$ cat src/common/alu_pkg.sv
//**************************************************************************
// ALU peripheral package with widths, opcodes, register map and core states
//**************************************************************************

package alu_pkg;

    // Operand width and derived bit positions
    localparam int data_width = 16;
    localparam int word_msb   = data_width - 1;
    localparam int prod_width = 2 * data_width;  // Full multiplier output

    typedef logic [data_width-1:0] word_t;

    // Zero in bit 3, carry in 2, overflow in 1, negative in 0
    typedef logic [3:0] flags_t;

    typedef logic [3:0] alu_op_t;

    localparam alu_op_t op_add = 4'd0;
    localparam alu_op_t op_sub = 4'd1;
    localparam alu_op_t op_and = 4'd2;
    localparam alu_op_t op_or  = 4'd3;
    localparam alu_op_t op_xor = 4'd4;
    localparam alu_op_t op_not = 4'd5;
    localparam alu_op_t op_shl = 4'd6;
    localparam alu_op_t op_shr = 4'd7;
    localparam alu_op_t op_slt = 4'd8;   // Signed compare
    localparam alu_op_t op_eq  = 4'd9;
    localparam alu_op_t op_mul = 4'd10;  // Low half kept
    localparam alu_op_t op_div = 4'd11;  // Divide by zero gives all ones

    // Word addresses on the Wishbone bus
    typedef logic [2:0] reg_addr_t;

    localparam reg_addr_t reg_a          = 3'd0;
    localparam reg_addr_t reg_b          = 3'd1;
    localparam reg_addr_t reg_op         = 3'd2;
    localparam reg_addr_t reg_ctrl       = 3'd3;
    localparam reg_addr_t reg_result     = 3'd4;
    localparam reg_addr_t reg_status     = 3'd5;
    localparam reg_addr_t reg_pattern_lo = 3'd6;  // Pattern bytes 0 and 1
    localparam reg_addr_t reg_pattern_hi = 3'd7;  // Pattern byte 2

    typedef enum logic [1:0] {
        st_idle,
        st_execute,
        st_result
    } alu_state_t;

endpackage

$ cat src/common/alu_if.sv
//**************************************************************************
// ALU link between the register block, the ALU core and the monitor
//**************************************************************************

`timescale 1ns/1ps

interface alu_if;

    alu_pkg::word_t   operand_a;
    alu_pkg::word_t   operand_b;
    alu_pkg::alu_op_t op;
    logic             start;     // One-cycle request
    alu_pkg::word_t   result;
    alu_pkg::flags_t  flags;
    logic             done;      // One-cycle completion
    logic             busy;
    logic             clear;     // Abort from the sequence monitor

    modport regs (
        output operand_a, operand_b, op, start,
        input  result, flags, done, busy, clear
    );

    modport core (
        input  operand_a, operand_b, op, start, clear,
        output result, flags, done, busy
    );

    modport monitor (
        input  operand_a,
        output clear
    );

endinterface

$ cat src/alu_core/alu_core.sv
//**************************************************************************
// ALU core with an idle, execute and result FSM, flag logic and clear
//**************************************************************************

`timescale 1ns/1ps

module alu_core (
    input  logic clk,
    input  logic rst,
    alu_if.core  alu
);

    localparam int msb = alu_pkg::word_msb;

    alu_pkg::alu_state_t state_q;

    // Operands captured on start
    alu_pkg::word_t   a_q;
    alu_pkg::word_t   b_q;
    alu_pkg::alu_op_t op_q;

    logic [alu_pkg::data_width:0]   tmp_q;   // Result with carry out in the top bit
    logic [alu_pkg::prod_width-1:0] prod_q;

    logic [alu_pkg::data_width:0]   exec_res;
    logic [alu_pkg::prod_width-1:0] exec_prod;
    alu_pkg::flags_t                flags_calc;
    logic                           carry;
    logic                           overflow;

    // Datapath evaluated during execute
    always_comb begin
        exec_prod = a_q * b_q;
        case (op_q)
            alu_pkg::op_add: exec_res = {1'b0, a_q} + {1'b0, b_q};
            alu_pkg::op_sub: exec_res = {1'b0, a_q} - {1'b0, b_q};  // Bit 16 is the borrow
            alu_pkg::op_and: exec_res = {1'b0, a_q & b_q};
            alu_pkg::op_or:  exec_res = {1'b0, a_q | b_q};
            alu_pkg::op_xor: exec_res = {1'b0, a_q ^ b_q};
            alu_pkg::op_not: exec_res = {1'b0, ~a_q};
            alu_pkg::op_shl: exec_res = {a_q, 1'b0};
            alu_pkg::op_shr: exec_res = {2'b00, a_q[msb:1]};
            alu_pkg::op_slt: exec_res = {{alu_pkg::data_width{1'b0}},
                                         ($signed(a_q) < $signed(b_q))};
            alu_pkg::op_eq:  exec_res = {{alu_pkg::data_width{1'b0}}, (a_q == b_q)};
            alu_pkg::op_mul: exec_res = {1'b0, exec_prod[msb:0]};
            alu_pkg::op_div: begin
                if (b_q != '0) begin
                    exec_res = {1'b0, a_q / b_q};
                end else begin
                    exec_res = '1;
                end
            end
            default: exec_res = '0;  // Unknown code
        endcase
    end

    // Flags from the registered result
    always_comb begin
        carry    = 1'b0;
        overflow = 1'b0;
        case (op_q)
            alu_pkg::op_add: begin
                carry    = tmp_q[alu_pkg::data_width];
                overflow = (a_q[msb] == b_q[msb]) && (tmp_q[msb] != a_q[msb]);
            end
            alu_pkg::op_sub: begin
                carry    = tmp_q[alu_pkg::data_width];
                overflow = (a_q[msb] != b_q[msb]) && (tmp_q[msb] != a_q[msb]);
            end
            alu_pkg::op_shl: begin
                carry    = a_q[msb];
                overflow = a_q[msb] ^ a_q[msb-1];  // Sign changed by the shift
            end
            alu_pkg::op_mul: begin
                carry    = prod_q[alu_pkg::prod_width-1:alu_pkg::data_width] != '0;
                overflow = carry;
            end
            default: begin
                carry    = 1'b0;
                overflow = 1'b0;
            end
        endcase
        flags_calc = {(tmp_q[msb:0] == '0), carry, overflow, tmp_q[msb]};
    end

    always_ff @(posedge clk or posedge rst) begin
        if (rst) begin
            state_q <= alu_pkg::st_idle;
            a_q     <= '0;
            b_q     <= '0;
            op_q    <= '0;
            tmp_q   <= '0;
            prod_q  <= '0;
        end else if (alu.clear) begin
            // Abort and wipe the datapath
            state_q <= alu_pkg::st_idle;
            a_q     <= '0;
            b_q     <= '0;
            op_q    <= '0;
            tmp_q   <= '0;
            prod_q  <= '0;
        end else begin
            case (state_q)
                alu_pkg::st_idle: begin
                    if (alu.start) begin
                        a_q     <= alu.operand_a;
                        b_q     <= alu.operand_b;
                        op_q    <= alu.op;
                        state_q <= alu_pkg::st_execute;
                    end
                end
                alu_pkg::st_execute: begin
                    tmp_q   <= exec_res;
                    prod_q  <= exec_prod;
                    state_q <= alu_pkg::st_result;
                end
                alu_pkg::st_result: state_q <= alu_pkg::st_idle;
                default:            state_q <= alu_pkg::st_idle;
            endcase
        end
    end

    assign alu.result = tmp_q[msb:0];
    assign alu.flags  = (state_q == alu_pkg::st_result) ? flags_calc : '0;
    assign alu.done   = (state_q == alu_pkg::st_result);
    assign alu.busy   = (state_q != alu_pkg::st_idle);  // Execute and result

endmodule

$ cat src/source/alu_host_top.sv
//**************************************************************************
// ALU peripheral top that joins the register block, core and sequence monitor
//**************************************************************************

`timescale 1ns/1ps

module alu_host_top (
    input  logic               clk,
    input  logic               rst,
    input  logic               wb_cyc,
    input  logic               wb_stb,
    input  logic               wb_we,
    input  alu_pkg::reg_addr_t wb_adr,
    input  alu_pkg::word_t     wb_dat_i,
    output alu_pkg::word_t     wb_dat_o,
    output logic               wb_ack,
    output logic               alarm
);

    logic        a_write;
    logic        alarm_clr;
    logic [23:0] pattern;

    alu_if alu_bus ();

    wb_alu_regs u_regs (
        .clk       (clk),
        .rst       (rst),
        .wb_cyc    (wb_cyc),
        .wb_stb    (wb_stb),
        .wb_we     (wb_we),
        .wb_adr    (wb_adr),
        .wb_dat_i  (wb_dat_i),
        .wb_dat_o  (wb_dat_o),
        .wb_ack    (wb_ack),
        .alu       (alu_bus.regs),
        .alarm     (alarm),
        .alarm_clr (alarm_clr),
        .a_write   (a_write),
        .pattern   (pattern)
    );

    alu_core u_core (
        .clk (clk),
        .rst (rst),
        .alu (alu_bus.core)
    );

    seq_monitor u_monitor (
        .clk       (clk),
        .rst       (rst),
        .alu       (alu_bus.monitor),
        .a_write   (a_write),
        .pattern   (pattern),
        .alarm_clr (alarm_clr),
        .alarm     (alarm)
    );

endmodule

$ cat src/source/seq_monitor.sv
//**************************************************************************
// Sequence monitor that clears the ALU and raises alarm on a three-byte match
//**************************************************************************

`timescale 1ns/1ps

module seq_monitor (
    input  logic        clk,
    input  logic        rst,
    alu_if.monitor      alu,
    input  logic        a_write,    // Operand A was written
    input  logic [23:0] pattern,    // Byte 0 is matched first
    input  logic        alarm_clr,
    output logic        alarm
);

    logic [1:0] match_cnt;
    logic [7:0] a_byte;
    logic [7:0] expect_byte;
    logic       enabled;
    logic       clear_q;

    assign a_byte  = alu.operand_a[7:0];
    assign enabled = (pattern != '0);  // All zeros turns the monitor off

    always_comb begin
        case (match_cnt)
            2'd0:    expect_byte = pattern[7:0];
            2'd1:    expect_byte = pattern[15:8];
            default: expect_byte = pattern[23:16];
        endcase
    end

    always_ff @(posedge clk or posedge rst) begin
        if (rst) begin
            match_cnt <= 2'd0;
            clear_q   <= 1'b0;
            alarm     <= 1'b0;
        end else begin
            clear_q <= 1'b0;
            if (alarm_clr) begin
                alarm <= 1'b0;
            end

            if (!enabled) begin
                match_cnt <= 2'd0;
            end else if (a_write) begin
                if (a_byte == expect_byte) begin
                    if (match_cnt == 2'd2) begin
                        match_cnt <= 2'd0;
                        clear_q   <= 1'b1;
                        alarm     <= 1'b1;  // Set overrides a same-cycle clear
                    end else begin
                        match_cnt <= match_cnt + 2'd1;
                    end
                end else begin
                    // Mismatch may still open a new sequence
                    match_cnt <= (a_byte == pattern[7:0]) ? 2'd1 : 2'd0;
                end
            end
        end
    end

    assign alu.clear = clear_q;

endmodule

$ cat src/source/wb_alu_regs.sv
//**************************************************************************
// Wishbone classic slave with operand, opcode, pattern and status registers
//**************************************************************************

`timescale 1ns/1ps

module wb_alu_regs (
    input  logic               clk,
    input  logic               rst,
    input  logic               wb_cyc,
    input  logic               wb_stb,
    input  logic               wb_we,
    input  alu_pkg::reg_addr_t wb_adr,
    input  alu_pkg::word_t     wb_dat_i,
    output alu_pkg::word_t     wb_dat_o,
    output logic               wb_ack,
    alu_if.regs                alu,
    input  logic               alarm,
    output logic               alarm_clr,  // Write of 0 to status
    output logic               a_write,
    output logic [23:0]        pattern
);

    alu_pkg::word_t   operand_a_q;
    alu_pkg::word_t   operand_b_q;
    alu_pkg::alu_op_t op_q;
    alu_pkg::word_t   result_q;
    alu_pkg::flags_t  flags_q;
    logic             valid_q;
    logic             start_q;
    logic             bus_req;
    logic             wr_req;
    alu_pkg::word_t   status_word;
    alu_pkg::word_t   read_data;

    // Ack holds off a second request in the cycle it is high
    assign bus_req = wb_cyc && wb_stb && !wb_ack;
    assign wr_req  = bus_req && wb_we;

    assign status_word = {9'b0, alarm, alu.busy, valid_q, flags_q};

    always_comb begin
        case (wb_adr)
            alu_pkg::reg_a:          read_data = operand_a_q;
            alu_pkg::reg_b:          read_data = operand_b_q;
            alu_pkg::reg_op:         read_data = alu_pkg::word_t'(op_q);
            alu_pkg::reg_result:     read_data = result_q;
            alu_pkg::reg_status:     read_data = status_word;
            alu_pkg::reg_pattern_lo: read_data = pattern[15:0];
            alu_pkg::reg_pattern_hi: read_data = alu_pkg::word_t'(pattern[23:16]);
            default:                 read_data = '0;  // Control reads as zero
        endcase
    end

    always_ff @(posedge clk or posedge rst) begin
        if (rst) begin
            wb_ack      <= 1'b0;
            wb_dat_o    <= '0;
            start_q     <= 1'b0;
            a_write     <= 1'b0;
            alarm_clr   <= 1'b0;
            operand_a_q <= '0;
            operand_b_q <= '0;
            op_q        <= '0;
            pattern     <= '0;
            result_q    <= '0;
            flags_q     <= '0;
            valid_q     <= 1'b0;
        end else begin
            wb_ack    <= bus_req;
            // Strobes line up with the ack cycle
            start_q   <= wr_req && (wb_adr == alu_pkg::reg_ctrl) && wb_dat_i[0] && !alu.busy;
            a_write   <= wr_req && (wb_adr == alu_pkg::reg_a);
            alarm_clr <= wr_req && (wb_adr == alu_pkg::reg_status) && (wb_dat_i == '0);

            if (bus_req) begin
                wb_dat_o <= wb_we ? '0 : read_data;
            end

            if (wr_req) begin
                case (wb_adr)
                    alu_pkg::reg_a:          operand_a_q    <= wb_dat_i;
                    alu_pkg::reg_b:          operand_b_q    <= wb_dat_i;
                    alu_pkg::reg_op:         op_q           <= wb_dat_i[3:0];
                    alu_pkg::reg_pattern_lo: pattern[15:0]  <= wb_dat_i;
                    alu_pkg::reg_pattern_hi: pattern[23:16] <= wb_dat_i[7:0];
                    default: ;
                endcase
            end

            // Monitor clear wins over result capture
            if (alu.clear) begin
                result_q <= '0;
                flags_q  <= '0;
                valid_q  <= 1'b0;
            end else if (alu.done) begin
                result_q <= alu.result;
                flags_q  <= alu.flags;
                valid_q  <= 1'b1;
            end else if (start_q) begin
                valid_q  <= 1'b0;
            end
        end
    end

    assign alu.operand_a = operand_a_q;
    assign alu.operand_b = operand_b_q;
    assign alu.op        = op_q;
    assign alu.start     = start_q;

endmodule

$ cat config.mk
export PLATFORM = sky130hd
export DESIGN_NAME = alu_host_top
export DESIGN_NICKNAME = d
export VERILOG_FILES = /design/src/common/alu_pkg.sv /design/src/common/alu_if.sv /design/src/alu_core/alu_core.sv /design/src/source/alu_host_top.sv /design/src/source/seq_monitor.sv /design/src/source/wb_alu_regs.sv
export SDC_FILE = /design/constraint.sdc
export NUM_CORES = 2
export LEC_CHECK = 0
export BUFFER_PORTS_ARGS = -buffer_cell sky130_fd_sc_hd__buf_2
export CORE_MARGIN = 4
export CORE_UTILIZATION = 40
export DETAILED_ROUTE_END_ITERATION = 8
export PLACE_DENSITY = 0.56
export SYNTH_ARGS = -nofsm -noshare
export SYNTH_HDL_FRONTEND = slang
export SYNTH_SLANG_ARGS = --single-unit
$ cat constraint.sdc
create_clock -name clk -period 43.9 [get_ports clk]
set_input_delay 4.39 -clock clk [delete_from_list [all_inputs] [get_ports clk]]
set_output_delay 4.39 -clock clk [all_outputs]
set_load 0.02 [all_outputs]
==> results.py <==
metrics = {
    "worst_setup_path": {
        "crit_fanout": 18,
        "cp-start-kind": "flop",
        "cp_common_cell": "ha_1",
        "critical_path_arrival_ps": 32980,
        "max_stage_delay_ps": 800,
        "critical_path_class": "flop to flop",
        "endpoint_kind": "flop",
        "r2r_slack_ps": 11260,
        "cpLargestDelayFamily": "compound AO/OA/AOI/OAI gates",
        "crit_buf_inv": 8,
        "crit_path_top_delay_cell": "nor2_1",
        "worst_ep_required_time_ps": 44230,
    },
    "logic_synthesis": {
        "async_reset_ff_frac": 1.00,
        "synth_flop_cell": "dfrtp_1",
        "yosys_register_bits": 175,
        "seq_area_frac_synth": 0.176,
        "yosys_warnings": 0,
        "syn-num-nets": 3451,
        "postSynthAreaPerCell_um2": 8.44,
        "synth_edf_count": 0,
        "ys_types": 81,
        "syn-cell-area_mm2": 0.0248,
        "netlist_instances": 2940,
    },
    "worst_hold_path": {
        "hp-class": "flop to flop",
    },
    "detailed_routing": {
        "dr.first_iter.drc_count": 2266,
        "drt-vias-per-instance": 6.01,
        "wl_mm": 93.7,
        "wl_per_cell_um": 24.8,
        "dr.pass1.iters": 6,
        "drcViolationCount": 0,
        "ant_nets": 0,
        "vias": 22661,
    },
    "floorplan": {
        "num_rows": 91,
        "dieArea_mm2": 0.0661,
        "ios": 42,
        "initial_core_util": 0.403,
        "die_y_um": 257,
        "core_area_mm2": 0.0616,
        "die_w_um": 257,
    },
    "layout": {
        "nets": 3433,
        "fillers": 6142,
        "area_growth_pct": 7.48,
        "drive_gt1_frac": 0.0910,
    },
    "grt": {
        "grt_pass1_wl_mm": 144,
        "grt-ovfl-total": 0,
        "antenna_found_initial": 1,
        "grt_pass1_vias": 22877,
        "grtUsageTotal": 0.280,
        "grt_start_max_net_pins": 79,
    },
    "sta": {
        "worst_slew_pin_slew_ps": 1190,
        "min_period_over_period": 0.744,
        "slew_headroom": 0.184,
        "final.setup.worst_slack_ps": 11260,
        "rsz0062_at_grt": "false",
        "skew_ps": 13.1,
        "fin_crit_ps": 32640,
        "hold_viol": 0,
        "finalSetupTns_ps": 0,
        "final-max-slew-violation-count": 0,
        "fmax_mhz": 30.6,
        "setup_viol": 0,
    },
    "placed_design": {
        "place_congestion": 0.987,
        "pre_cts_slack_ps": 11850,
        "portBuffers": 41,
        "hpwl_mm": 71.7,
    },
    "clocking": {
        "cts_tree": "yes",
        "cts-root-buf": "clkbuf_16",
        "clockBufferDepth": 2,
        "cts_hold_buffers": 0,
        "h-tree-depth": 4,
        "post_cts.repair.setup_buffers": 0,
        "post_cts_resized": 0,
        "cts_buffers": 17,
        "cts_sinks": 175,
        "clkTransAtPathRegs_ps": 80,
        "insertion_delay_ps": 450,
    },
    "run": {
        "maxCapViolCount": 0,
    },
    "status": {
        "status": "finished, final reports clean",
    },
}
-- layer usage --
layer	GRT usage	up-vias	part of all wire
met1	0.386	11183	0.43
li1	-	10249	-
met4	0.124	2	0.048
met5	0	-	0.00014
met2	0.445	1028	0.45
met3	0.0335	199	0.068
-- state kept, by name, indices dropped and copies added (netlist names) --
register / count
u_core.a_q: 16
u_core.b_q: 16
u_core.op_q: 4
u_core.prod_q: 16
u_core.state_q: 2
u_core.tmp_q: 17
u_monitor.alarm: 1
u_monitor.alu.clear: 1
u_monitor.match_cnt: 2
u_regs.a_write: 1
u_regs.alarm_clr: 1
u_regs.alu.op: 4
u_regs.alu.operand_a: 16
u_regs.alu.operand_b: 16
u_regs.alu.start: 1
u_regs.flags_q: 4
u_regs.pattern: 24
u_regs.result_q: 15
u_regs.valid_q: 1
u_regs.wb_ack: 1
u_regs.wb_dat_o: 16
-- metrics by stage --
step | util | hold slack [ps] | area [um2] | cells
after floorplan | - | 395 | 24800 | 2940
after global placement | 0.423 | 464 | 26100 | 3740
after detailed placement | 0.423 | 472 | 26100 | 3740
after CTS | 0.433 | 476 | 26700 | 3772
after global routing | 0.433 | 478 | 26700 | 3772
final | 0.433 | 463 | 26700 | 3773
-- cells by family (layout without fill, tap and decap cells) --
kind of cell / after synthesis / count (layout) / synth area share
adders and majority gates: 487 / 487 / 0.305
DFF: 175 / 175 / 0.176
and+or+nand+nor: 848 / 848 / 0.152
muxes: 119 / 119 / 0.0535
AOI/OAI and AO/OA: 732 / 732 / 0.201
xor gates and xnor gates: 118 / 118 / 0.0416
other: 0 / 1 / 0
buffers and inverters: 461 / 456 / 0.0701
-- worst paths after layout --
kind,from,end,cells past startpoint
hold / removal,u_regs.alarm_clr,u_monitor.alarm,1
min in group asynchronous,rst,u_regs.alu.operand_a[12],2
hold reg to reg,u_regs.alarm_clr,u_monitor.alarm,1
setup reg to reg,u_core.b_q[13],u_core.tmp_q[0],113
max in group asynchronous,rst,u_regs.alu.operand_a[15],4
setup / recovery,u_core.b_q[13],u_core.tmp_q[0],113
-- cells in the final DEF, fill, tap and decap left out, drive strengths merged, types with 8 or more instances in the layout --
cell and count:
nand4 20, o31ai 10, or3 18, a211oi 17, dfrtp 175, o22ai 18
clkinv 14, a221o 9, buf 104, a22o 78, inv 318, nand2 339
or2 14, xnor2 76, clkbuf 17, xor2 42, ha 291, a22oi 31
a221oi 23, o2111ai 12, nor2b 22, nor3b 8, o21a 39, a21o 51
nand2b 17, and3 15, o211ai 20, nor3 67, mux2i 27, o221ai 15
o21ai 144, mux2 90, nor4 28, a21oi 160, o21bai 11, nor2 242
nand3 36, fa 196, a31oi 24, a211o 8
-- synth_stat cells (31+ instances only) --
master,instances,area share
a21o_1,51,0.015
a21oi_1,160,0.032
a22o_1,78,0.028
a22oi_1,31,0.0094
clkbuf_1,119,0.018
dfrtp_1,175,0.18
fa_1,196,0.16
ha_1,291,0.15
inv_1,312,0.047
mux2_2,90,0.041
nand2_1,339,0.051
nand3_1,36,0.0073
nor2_1,242,0.037
nor3_1,67,0.014
o21a_1,39,0.012
o21ai_0,143,0.029
xnor2_1,76,0.027
xor2_1,42,0.015
-- layout make-up --
type / instances / area (um2) / area share
inverters: 320 / 1210 / 0.0452
repair buffers: 104 / 678 / 0.0254
multi-input cells: 2304 / 18800 / 0.703
flip-flops and latches: 175 / 4380 / 0.164
clock inverters: 15 / 190 / 0.00713
well taps: 837 / 1050 / 0.0393
clock buffers: 17 / 425 / 0.0159
diodes: 1 / 2.50 / 0.0000938
Power is not shown: default switching activity piles up to over one toggle a cycle in this logic, so the estimate is an artifact.
